## src/hw/fc_cfg_pkg.sv

```systemverilog
/*
  fully connected layer engine, sizing constants
  defaults for the top level parameters, shared with the testbench
*/

package fc_cfg_pkg;

  ////////////////////////////////////////
  // stream and storage
  ////////////////////////////////////////
  parameter int DATA_W = 32;  // stream and memory word
  parameter int LANES  = 4;   // signed bytes per word
  parameter int ADDR_W = 6;   // 64 words, 256 features max

  ////////////////////////////////////////
  // compute array
  ////////////////////////////////////////
  parameter int NUM_PE     = 4;   // one per output neuron
  parameter int ACC_W      = 28;  // dot product accumulator
  parameter int MUL_STAGES = 3;   // multiplier pipeline depth, at least 3

  // requantisation of the biased sum down to a byte
  parameter int OUT_SHIFT = 6;

endpackage

```

## src/hw/fc_types_pkg.sv

```systemverilog
/*
  fully connected layer engine, shared types
  command encoding, the stream word with its two views, and the
  operand and accumulator value types
*/

package fc_types_pkg;

  import fc_cfg_pkg::*;

  // command on the cmd port, sampled with start
  typedef enum logic [1:0] {
    CMD_LOAD_FEAT   = 2'd0,
    CMD_LOAD_BIAS   = 2'd1,
    CMD_LOAD_WEIGHT = 2'd2,
    CMD_RUN         = 2'd3
  } cmd_t;

  typedef logic signed [7:0] operand_t;      // one feature, weight or bias
  typedef logic signed [ACC_W-1:0] acc_t;    // running dot product

  // one stream / memory word
  // raw for storage, lane[k] for byte k (bits 8k+7:8k)
  typedef union packed {
    logic [DATA_W-1:0]    raw;
    operand_t [LANES-1:0] lane;
  } lane_word_t;

endpackage

```

## src/hw/fc_ctrl.sv

```systemverilog
/*
  fc engine controller
  decodes start/cmd, steers incoming stream beats into the feature
  store, the weight banks or the bias register, and sequences a run
  until its result beat has been taken
*/

`timescale 1ns/10ps

module fc_ctrl import fc_types_pkg::*; #(
  parameter int ADDR_W = 6,
  parameter int NUM_PE = 4
) (
  input  logic              clk,
  input  logic              rstn,
  input  logic              start,
  input  cmd_t              cmd,
  input  logic [ADDR_W:0]   len,
  input  logic              s_valid,
  input  lane_word_t        s_data,
  input  logic              result_taken,
  output logic              s_ready,
  output logic              busy,
  output logic              done,
  output logic [ADDR_W-1:0] wr_addr,
  output lane_word_t        wr_data,
  output logic              feat_we,
  output logic [NUM_PE-1:0] weight_we,
  output logic              bias_we,
  output logic              run_go,
  output logic [ADDR_W:0]   run_len
);

  localparam int ROW_W = (NUM_PE > 1) ? $clog2(NUM_PE) : 1;

  typedef enum logic [1:0] {ST_IDLE, ST_LOAD, ST_RUN} state_t;

  state_t            state;
  cmd_t              cmd_q;
  logic [ADDR_W:0]   len_q;       // length of the current load
  logic [ADDR_W:0]   feat_len_q;  // length kept for runs
  logic [ADDR_W-1:0] word_cnt;
  logic [ROW_W-1:0]  row_cnt;     // weight bank being filled
  logic              beat;
  logic              last_word;
  logic              last_beat;

  assign s_ready = (state == ST_LOAD);
  assign busy    = (state != ST_IDLE);
  assign beat    = s_valid && s_ready;

  assign last_word = ({1'b0, word_cnt} == len_q - 1'b1);

  always_comb begin
    case (cmd_q)
      CMD_LOAD_BIAS:   last_beat = 1'b1;  // single beat
      CMD_LOAD_WEIGHT: last_beat = last_word && (row_cnt == NUM_PE - 1);
      default:         last_beat = last_word;
    endcase
  end

  ////////////////////////////////////////
  // write steering
  ////////////////////////////////////////
  assign wr_addr   = word_cnt;
  assign wr_data   = s_data;
  assign feat_we   = beat && (cmd_q == CMD_LOAD_FEAT);
  assign bias_we   = beat && (cmd_q == CMD_LOAD_BIAS);
  assign weight_we = (beat && (cmd_q == CMD_LOAD_WEIGHT)) ?
                     ({{(NUM_PE-1){1'b0}}, 1'b1} << row_cnt) : '0;

  assign run_len = feat_len_q;

  always_ff @(posedge clk) begin
    if (!rstn) begin
      state      <= ST_IDLE;
      cmd_q      <= CMD_LOAD_FEAT;
      len_q      <= '0;
      feat_len_q <= '0;
      word_cnt   <= '0;
      row_cnt    <= '0;
      done       <= 1'b0;
      run_go     <= 1'b0;
    end else begin
      done   <= 1'b0;
      run_go <= 1'b0;
      case (state)
        ST_IDLE: begin
          if (start) begin
            cmd_q    <= cmd;
            len_q    <= len;
            word_cnt <= '0;
            row_cnt  <= '0;
            if (cmd == CMD_RUN) begin
              state  <= ST_RUN;
              run_go <= 1'b1;
            end else begin
              state <= ST_LOAD;
              if (cmd == CMD_LOAD_FEAT) feat_len_q <= len;
            end
          end
        end
        ST_LOAD: begin
          if (beat) begin
            if (last_beat) begin
              state <= ST_IDLE;
              done  <= 1'b1;
            end else if (last_word) begin  // next weight row
              word_cnt <= '0;
              row_cnt  <= row_cnt + 1'b1;
            end else begin
              word_cnt <= word_cnt + 1'b1;
            end
          end
        end
        ST_RUN: begin
          if (result_taken) begin
            state <= ST_IDLE;
            done  <= 1'b1;
          end
        end
        default: state <= ST_IDLE;
      endcase
    end
  end

endmodule

```

## config.mk

```make
export PLATFORM = sky130hd
export DESIGN_NAME = fc_ctrl
export DESIGN_NICKNAME = d
export VERILOG_FILES = /design/src/hw/fc_cfg_pkg.sv /design/src/hw/fc_types_pkg.sv /design/src/hw/fc_ctrl.sv
export SDC_FILE = /design/constraint.sdc
export NUM_CORES = 1
export LEC_CHECK = 0
export BUFFER_PORTS_ARGS = -buffer_cell sky130_fd_sc_hd__buf_2
export CORE_AREA = 8 8 75 77
export DETAILED_ROUTE_END_ITERATION = 8
export DIE_AREA = 0 0 83 85
export GPL_TIMING_DRIVEN = 0
export PLACE_DENSITY = 0.81
export SLEW_MARGIN = 15
export SYNTH_ARGS = -nofsm -noshare
export SYNTH_HDL_FRONTEND = slang
export SYNTH_SLANG_ARGS = --single-unit
```

## constraint.sdc

```tcl
create_clock -name clk -period 2.5 [get_ports clk]
set_input_delay 0.375 -clock clk [delete_from_list [all_inputs] [get_ports clk]]
set_output_delay 0.375 -clock clk [all_outputs]
set_load 0.05 [all_outputs]
```

==> out/qor.yml, run 1 <==
worst_hold_path:
  hold_path.class: "in2reg"
  min_to: "len_q[0]"
  holdPathStages: 3
  hp-start: "len[0]"
detailed_routing:
  wl_per_cell_um: 13.79
  vias: 1789
  drtPass1Iterations: 4
  drt_iter0_drc: 53
  routed_wirelength_um: 4883
  drc: 0
  viasPerCell: 5.054
  postRouteAntennaNets: 0
yosys:
  synth_top_area_frac: 0.2890
  async_flop_share: 0
  synthMuxAreaShare: 0.05161
  avgSynthCellArea_um2: 8.469
  yosysWarnings: 0
  synth_area_um2: 1939
  yosys.area_share.simple: 0.2265
  syn-instance-count: 229
  ys.flop_type: "dfxtp_1"
  synth_top_family_by_area: "simple AND/OR/NAND/NOR gates"
  yosysSeqAreaShare: 0.2890
  synthesis.nets: 287
  synth_xor_area_frac: 0.04065
  ys_types: 43
  synthTopCellsByArea: "dfxtp_1, buf_4, ha_1"
  synth_largest_area_cell: "dfxtp_1"
  yosys.area_share.adder: 0.07742
  ys_seq_elements: 28
  synth-edff-count: 0
  synth-compound-area-share: 0.1581
pwr:
  powerDensity_nw_per_um2: 717.6
  p_int_mw: 0.9865
  switchingPower_mw: 0.7787
  switching_share: 0.4412
  p_total_mw: 1.765
  power_frac_seq: 0.309
  comb_power_share: 0.485
  p_leak_nw: 1.160
  ir_drop_mv: 0.4254
  power_frac_clock: 0.206
placement:
  numPortBuffers: 67
  dp_cells: 350
  hpwlAfterDp_um: 3960
  pre_cts_slack_ns: -0.09685
  globalplace.congestion: 0.8108
  postPlaceCellArea_um2: 2342
global_route:
  grt_pass1_wl_um: 8404
  grt_pass1_vias: 1875
  overflow: 0
  antenna_found_initial: 0
  use_met1: 0.1400
  track_usage: 0.1351
  grt_max_degree: 17
  grtUsageMet2: 0.2454
  met3_usage: 0.05939
  grt.busiest_layer: "met2"
status:
  status: "finished clean"
worst_setup_path:
  rr_worst_depth: 8
  r2r-end: "wr_addr[4]"
  startpoint_type: "flip-flop"
  rrSetupSlack_ns: 0.1
  crit_arrival_ns: 2.57
  r2r-start: "len_q[0]"
  cp.required_ns: 2.67
  cp_max_fo: 8
  cp-end-kind: "flip-flop"
  crit_path_start: "len_q[0]"
  crit_type: "reg2reg"
finish:
  final.fill_count: 420
  final_nets: 359
  fin_area_um2: 2460
  drive_above_1_share: 0.3933
  final_cell_mix: "buf_2, nand2_1, buf_4"
  n_antenna_cell: 0
  areaGrowthSynthToFinish_pct: 26.84
  final_common_cell: "buf_2"
  final_cells: 354
die:
  die-area_um2: 7055
  core_um2: 4536
  die_w_um: 83
  num_rows: 25
  io_pins: 101
  die_h_um: 85
  initial_utilization: 0.4276
clock_network:
  cts_root_buf: "clkbuf_8"
  clk_latency_ns: 0.27
  clockBufferDepth: 2
  cts_tree: "yes"
  clkSinkCount: 28
  clk_pin_slew_ns: 0.10
  cts_max_level: 1
  post_cts_buffers: 0
  cts_buffers: 3
sta:
  tns_ns: 0
  worstMarginPinSlew_ns: 0.7283
  drv_slew: 0
  finalWorstSetupSlack_ns: 0.09794
  relSlewSlack: 0.5118
  setup_viol_count_final: 0
  fmax_mhz: 416.3
  min_period_ns: 2.402
  period_share: 0.9608
  fin_skew_ns: 0.005219
  rsz0062_at_grt: "false"
  hold_violations: 0
job:
  max_cap_viol_count: 0
## cell usage after synthesis (all sizes together) (2+ instances only)
cell type / count
a2111oi: 3
clkbuf: 5
nor4: 2
a211oi: 2
a31oi: 2
o21ai: 5
nand2: 33
dfxtp: 28
nand2b: 4
inv: 12
and3: 7
or3b: 2
nor2b: 8
xnor2: 6
a21oi: 4
a21o: 4
buf: 32
nor3: 4
a21boi: 10
mux2i: 10
and2: 6
nand4: 2
a221o: 2
nand3: 4
xor2: 3
nor2: 4
ha: 12
## logic make-up after synthesis
family,Yosys count
buffers and inverters,49
xor gates and xnor gates,9
muxes,10
AOI/OAI and AO/OA,39
DFF,28
adders and majority gates,12
and+or+nand+nor,82
## final cells by class
| cell class | instances | area [um^2] | area share |
|---|---|---|---|
| timing repair buffer | 67 | 335.3 | 0.1363 |
| buffer | 37 | 259.0 | 0.1053 |
| inverter | 12 | 45.04 | 0.01831 |
| clock inverter | 1 | 30.03 | 0.01221 |
| multi-input combinational | 152 | 1116 | 0.4537 |
| sequential | 28 | 565.5 | 0.2299 |
| clock buffer | 3 | 41.29 | 0.01679 |
| tap | 54 | 67.56 | 0.02747 |
## worst max-delay path, stage by stage (launching register included)
cell	delay [ns]
dfxtp_4	0.40
inv_1	0.05
ha_1	0.25
nor3b_2	0.18
xnor2_1	0.12
or4_4	0.61
a21oi_4	0.26
nor2_1	0.10
a221o_1	0.33
## repair_timing
item | CTS | global route
gates cloned | 0 | 0
hold buffers | 0 | 0
pin swaps | 2 | 1
endpoints found under the setup margin | 8 | 11
gates resized for setup | 3 | 7
## sequential cells by signal (all words and copies together), names as in the netlist
name / cells
cmd_q: 2
done: 1
len_q: 7
row_cnt: 2
run_go: 1
run_len: 7
state: 2
wr_addr: 6
## worst max-delay path by stage
stage / to / slack (ns) / depth (start not counted)
after global placement: wr_addr[3] / 0.005 / 8
after detailed placement: wr_addr[4] / -0.1 / 8
after CTS: row_cnt[0] / 0.03 / 8
final: wr_addr[4] / 0.1 / 8
after floorplan: row_cnt[0] / 0.18 / 8
after global routing: wr_addr[1] / 0.005 / 6
## per-layer routing
metal,share of wire,up-vias,wire length [um]
li1,-,895,-
met4,0.0033,0,16
met5,0,-,0
met3,0.10,2,501
met2,0.50,76,2426
met1,0.40,816,1939
## power by group through the flow
stage | sequential (mW) | clock [mW] | combinational (mW)
after floorplan | 0.585 | 0 | 0.612
after global placement | 0.548 | 0 | 0.806
after detailed placement | 0.553 | 0 | 0.821
after CTS | 0.544 | 0.372 | 0.839
after global routing | 0.553 | 0.387 | 0.933
final | 0.546 | 0.363 | 0.856
## metrics by stage
step           utilization  hold slack, ns
6_report            0.5423          0.3431
5_1_grt             0.5423          0.3397
4_1_cts             0.5360          0.3403
3_5_place_dp        0.5164          0.4769
3_3_place_gp        0.5164          0.4665
2_1_floorplan            -          0.4515
Power figures use the tool's default switching activity.
==> inputs of run 2 (changes only) <==
Settings changed: CORE_AREA 8 8 75 77 to 8 8 65 89, DIE_AREA 0 0 83 85 to 0 0 73 97.
==> run 2 against run 1 <==
Clock skew shrank 0.0029 ns; final cell count grew 2.5%; total power shrank 0.34%; worst hold slack gained 0.0019 ns; sequential power is essentially flat; worst setup slack gained 0.071 ns; first-iteration DRC count grew 130%; core utilization grew 1.4 points; sequential share of layout area shrank 0.23 points; via count shrank 0.78%; die area grew 0.37%.
==> out/qor.yml, run 2 (synthesis gave the netlist of run 1 again) <==
sta:
  relSlewSlack: 0.5146  # +0.002854
  drv_slew: 0  # unchanged
  worstMarginPinSlew_ns: 0.7241  # -0.004258 ns
  fmax_mhz: 429.1  # +3.1%
  hold_violations: 0  # unchanged
  finalWorstSetupSlack_ns: 0.1694  # +0.07145 ns
  min_period_ns: 2.331  # -0.07145 ns
  rsz0062_at_grt: "false"
  fin_skew_ns: 0.002326  # -0.002893 ns
  period_share: 0.9322  # -0.02858
  setup_viol_count_final: 0  # unchanged
finish:
  drive_above_1_share: 0.4020  # +0.008660
  final_nets: 360  # +0.28%
  areaGrowthSynthToFinish_pct: 28.13
  final_common_cell: "buf_2"
  n_antenna_cell: 0  # unchanged
  register_area_um2: 565.5  # unchanged
  multi_input_area_um2: 1124  # +0.67%
  final_cell_mix: "buf_2, nand2_1, buf_4"
  final.fill_count: 443  # +5.5%
placement:
  hpwlAfterDp_um: 3996  # +0.91%
  pre_cts_slack_ns: -0.03014  # +0.06670 ns
  numPortBuffers: 67  # unchanged
  globalplace.congestion: 0.8512  # +5.0%
job:
  max_cap_viol_count: 0  # unchanged
global_route:
  antenna_found_initial: 0  # unchanged
  track_usage: 0.1321  # -0.002985
  grt_pass1_wl_um: 7935  # -5.6%
  grt_max_degree: 17  # unchanged
  overflow: 0  # unchanged
  grt_pass1_vias: 1777  # -5.2%
detailed_routing:
  wl_per_cell_um: 13.52  # -2.0%
  postRouteAntennaNets: 0  # unchanged
  viasPerCell: 4.890  # -3.2%
  vias: 1775  # -0.78%
  drtPass1Iterations: 4  # unchanged
  routed_wirelength_um: 4906  # +0.47%
  drt_iter0_drc: 122  # +130%
  drc: 0  # unchanged
worst_setup_path:
  cp.required_ns: 2.67  # about the same
  worst_path_largest_cell_delay_ns: 0.61  # about the same
  crit_slowest_cell: "or4_4"
  cp-end-kind: "flip-flop"
  crit_arrival_ns: 2.50  # -0.07 ns
  path_cells: "inv_1, ha_2, nor3b_2, xnor2_1, or4_4, a21oi_4, nor2_1, a221o_1"
  startpoint_type: "flip-flop"
  cp_max_fo: 8  # unchanged
  crit_type: "reg2reg"
clock_network:
  clk_latency_ns: 0.27  # about the same
  clkSinkCount: 28  # unchanged
  clockBufferDepth: 2  # unchanged
  clk_pin_slew_ns: 0.10  # about the same
  hold_buffers: 0  # unchanged
  cts_max_level: 1  # unchanged
  cts_root_buf: "clkbuf_8"
  cts_buffers: 3  # unchanged
  cts_tree: "yes"
die:
  initial_utilization: 0.4345  # +0.006953
  die_w_um: 73  # -12%
  core_um2: 4463  # -1.6%
  num_rows: 29  # +16%
  die-area_um2: 7081  # +0.37%
  io_pins: 101  # unchanged
  die_h_um: 97  # +14%
status:
  status: "finished clean"
worst_hold_path:
  hold_path.class: "in2reg"
pwr:
  ir_drop_mv: 0.4003  # -5.9%
  powerDensity_nw_per_um2: 708.0  # -1.3%
  p_leak_nw: 1.166  # +0.50%
  p_total_mw: 1.759  # -0.34%
## run 2: cell types whose count changed in the layout (fill, tap and decap cells not counted)
cell,before,now
ha_1,12,11
buf_4,32,33
nor3_1,3,2
ha_2,0,1
nor3_2,1,2
## run 2: through the flow
| step | cell area, um^2 | TNS [ns] | util | std cells | hold WS [ns] |
|---|---|---|---|---|---|
| final | 2485 | 0 | 0.5568 | 363 | 0.3450 |
| after CTS | 2434 | 0 | 0.5453 | 362 | 0.3495 |
| after detailed placement | 2352 | -0.06871 | 0.5271 | 358 | 0.4796 |
| after global placement | 2352 | 0 | 0.5271 | 358 | 0.4668 |
| after floorplan | 1939 | 0 | - | 229 | 0.4515 |
| after global routing | 2485 | 0 | 0.5568 | 363 | 0.3455 |
## run 2: per-layer routing
metal | GRT usage | vias to the layer above | wire length (um)
met2 | 0.2322 | 79 | 2345
li1 | - | 896 | -
met1 | 0.1364 | 792 | 1917
met3 | 0.04339 | 8 | 528
met5 | 0 | - | 0
met4 | 0.05573 | 0 | 114
## run 2: worst paths after layout
check            from         end  slack, ns  depth (start not counted)
min reg2reg  state[1]    state[1]       0.49                          2
min            len[0]    len_q[0]       0.34                          3
max reg2reg  len_q[0]  wr_addr[3]       0.17                          8
max          len_q[0]  wr_addr[3]       0.17                          8
## run 2: what timing repair did
action / 4_1_cts / 5_1_grt
pin swaps: 0 / 3
gates resized for setup: 2 / 10
setup endpoints to repair: 8 / 11
setup buffers: 0 / 1
## run 2: power by group
group          internal (mW)  total (mW)  switching, mW
combinational          0.281       0.852          0.571
clock                  0.214       0.361          0.147
sequential             0.494       0.546         0.0518
total                  0.990        1.76          0.770
## run 2: layout make-up
type / instances / share of cell area
buffer: 37 / 0.1042
multi-input combinational: 152 / 0.4522
tap: 62 / 0.03122
timing repair buffer: 68 / 0.1380
sequential: 28 / 0.2276
clock inverter: 1 / 0.01208
clock buffer: 3 / 0.01662
inverter: 12 / 0.01813
## run 2: worst max-delay path: cells and delay by family, from the launching register on
kind,cells,cell delay (ns)
fa+ha+maj,1,0.21
compound gates,2,0.56
buf+inv,1,0.06
flops,1,0.40
simple gates,3,0.87
xor+xnor,1,0.13
==> inputs of run 3 (changes only) <==
Settings changed: CORE_AREA 8 8 65 89 to 8 8 63 87, DIE_AREA 0 0 73 97 to 0 0 71 95, PLACE_DENSITY 0.81 to 0.85.
Clock period 2.5 ns to 2.9 ns, I/O delays scaled along.
==> run 3 against run 2 <==
Global-route usage up 1.1 points; clock power down 14%; largest power group unchanged; fmax down 9.6%; non-clock buffer count down 1.
==> out/qor.yml, run 3 (synthesis gave the netlist of run 1 again) <==
job:
  max_cap_viol_count: 0  # unchanged
detailed_routing:
  viasPerCell: 5.319  # +8.8%
  postRouteAntennaNets: 0  # unchanged
  drtPass1Iterations: 4  # unchanged
  vias: 1835  # +3.4%
  drt_iter0_drc: 61  # -50%
  drc: 0  # unchanged
  routed_wirelength_um: 4931  # +0.51%
  wl_per_cell_um: 14.29  # +5.8%
pwr:
  ir_drop_mv: 0.3716  # -7.2%
  power_frac_seq: 0.313  # +0.003
  p_int_mw: 0.8388  # -15%
  p_leak_nw: 1.153  # -1.1%
  comb_power_share: 0.478  # -0.006
  switching_share: 0.4381  # +0.0006376
  switchingPower_mw: 0.6540  # -15%
  powerDensity_nw_per_um2: 621.4  # -12%
  power_frac_clock: 0.209  # +0.004
clock_network:
  hold_buffers: 0  # unchanged
  cts_max_level: 1  # unchanged
  clockBufferDepth: 2  # unchanged
  cts_buffers: 3  # unchanged
  post_cts_buffers: 0  # unchanged
  clk_latency_ns: 0.28  # about the same
  cts_root_buf: "clkbuf_8"
  cts_tree: "yes"
  clkSinkCount: 28  # unchanged
  clk_pin_slew_ns: 0.10  # about the same
  cts_resized: 0  # -2
die:
  initial_utilization: 0.4691  # +0.03459
  num_rows: 28  # -3.4%
  die-area_um2: 6745  # -4.7%
  die_w_um: 71  # -2.7%
  io_pins: 101  # unchanged
  die_h_um: 95  # -2.1%
  core_um2: 4134  # -7.4%
worst_setup_path:
  r2r-end: "wr_addr[3]"
  cp.required_ns: 3.08  # +0.41 ns
  rrSetupSlack_ns: 0.32  # +0.15 ns
  crit_type: "reg2reg"
  cp-end-kind: "flip-flop"
  rr_worst_depth: 8  # unchanged
  cp_max_fo: 8  # unchanged
  crit_arrival_ns: 2.76  # +0.26 ns
  startpoint_type: "flip-flop"
  r2r-start: "len_q[0]"
finish:
  areaGrowthSynthToFinish_pct: 23.87
  final.fill_count: 380  # -14%
  final_cell_mix: "buf_2, nand2_1, buf_4"
  final_common_cell: "buf_2"
  multi_input_area_um2: 1075  # -4.3%
  n_antenna_cell: 0  # unchanged
  final_cells: 345  # -5.0%
  final_nets: 359  # -0.28%
  drive_above_1_share: 0.3733  # -0.02866
  register_area_um2: 560.5  # -0.88%
worst_hold_path:
  holdPathStages: 3  # unchanged
  hp-start: "len[5]"
  min_to: "len_q[5]"
  hold_path.class: "in2reg"
sta:
  rsz0062_at_grt: "false"
  min_period_ns: 2.579  # +0.2486 ns
  fin_skew_ns: 0.007922  # +0.005595 ns
  period_share: 0.8894  # -0.04285
  worstMarginPinSlew_ns: 0.7100  # -0.01411 ns
  hold_violations: 0  # unchanged
  relSlewSlack: 0.5241  # +0.009455
  drv_slew: 0  # unchanged
  tns_ns: 0  # unchanged
  fmax_mhz: 387.7  # -9.6%
  setup_viol_count_final: 0  # unchanged
placement:
  numPortBuffers: 67  # unchanged
  hpwlAfterDp_um: 4051  # +1.4%
  globalplace.congestion: 0.8501  # -0.13%
  dp_cells: 341  # -4.7%
status:
  status: "finished clean"
global_route:
  overflow: 0  # unchanged
  grt_max_degree: 17  # unchanged
  antenna_found_initial: 0  # unchanged
  track_usage: 0.1428  # +0.01069
  grt_pass1_vias: 1950  # +9.7%
  grt_pass1_wl_um: 8114  # +2.3%
==> run 3: worst max path at each step <==
| stage | from | to | slack (ns) | cells after the start |
|---|---|---|---|---|
| 2_1_floorplan | len_q[0] | row_cnt[0] | 0.58 | 8 |
| 3_3_place_gp | len_q[0] | wr_addr[3] | 0.42 | 8 |
| 3_5_place_dp | len_q[0] | row_cnt[0] | 0.35 | 8 |
| 4_1_cts | len_q[0] | row_cnt[0] | 0.32 | 8 |
| 5_1_grt | len_q[0] | wr_addr[4] | 0.14 | 8 |
| 6_report | len_q[0] | wr_addr[3] | 0.32 | 8 |
==> run 3: layout make-up <==
| type | count | share of cell area |
|---|---|---|
| Multi-Input combinational cell | 152 | 0.4474 |
| Sequential cell | 28 | 0.2333 |
| Timing Repair Buffer | 67 | 0.1396 |
| Buffer | 37 | 0.1078 |
| Tap cell | 45 | 0.02344 |
| Inverter | 12 | 0.01875 |
| Clock buffer | 3 | 0.01719 |
| Clock inverter | 1 | 0.01250 |
==> run 3: critical path, stage by stage (launching register included) <==
cell	delay, ns
dfxtp_1	0.46
inv_1	0.08
ha_1	0.27
nor3b_2	0.19
xnor2_1	0.13
or4_4	0.59
a21oi_2	0.32
nor2_1	0.13
a221o_1	0.32
==> run 3: per-stage QoR <==
step	hold slack [ns]	instance area, um^2	utilization	worst slack, ns	power [mW]
6_report	0.4068	2402	0.5811	0.3208	1.493
5_1_grt	0.4069	2402	0.5811	0.1426	1.584
4_1_cts	0.4079	2402	0.5811	0.3198	1.498
3_5_place_dp	0.4770	2331	0.5639	0.3487	1.184
3_3_place_gp	0.4662	2331	0.5639	0.4244	1.165
2_1_floorplan	0.4515	1939	-	0.5845	1.031
==> run 3: power by group through the flow <==
| stage | Clock [mW] | Sequential (mW) | Combinational, mW |
|---|---|---|---|
| 3_5_place_dp | 0 | 0.476 | 0.708 |
| 5_1_grt | 0.330 | 0.473 | 0.780 |
| 4_1_cts | 0.314 | 0.468 | 0.716 |
| 6_report | 0.312 | 0.467 | 0.713 |
| 2_1_floorplan | 0 | 0.504 | 0.527 |
| 3_3_place_gp | 0 | 0.472 | 0.692 |
==> run 3: routing by layer <==
layer / GRT usage / up-vias / wire (um)
met2: 0.2746 / 92 / 2524
met1: 0.1243 / 842 / 1737
met3: 0.06045 / 6 / 583
met5: 0 / - / 0
met4: 0.06794 / 0 / 86
li1: - / 895 / -
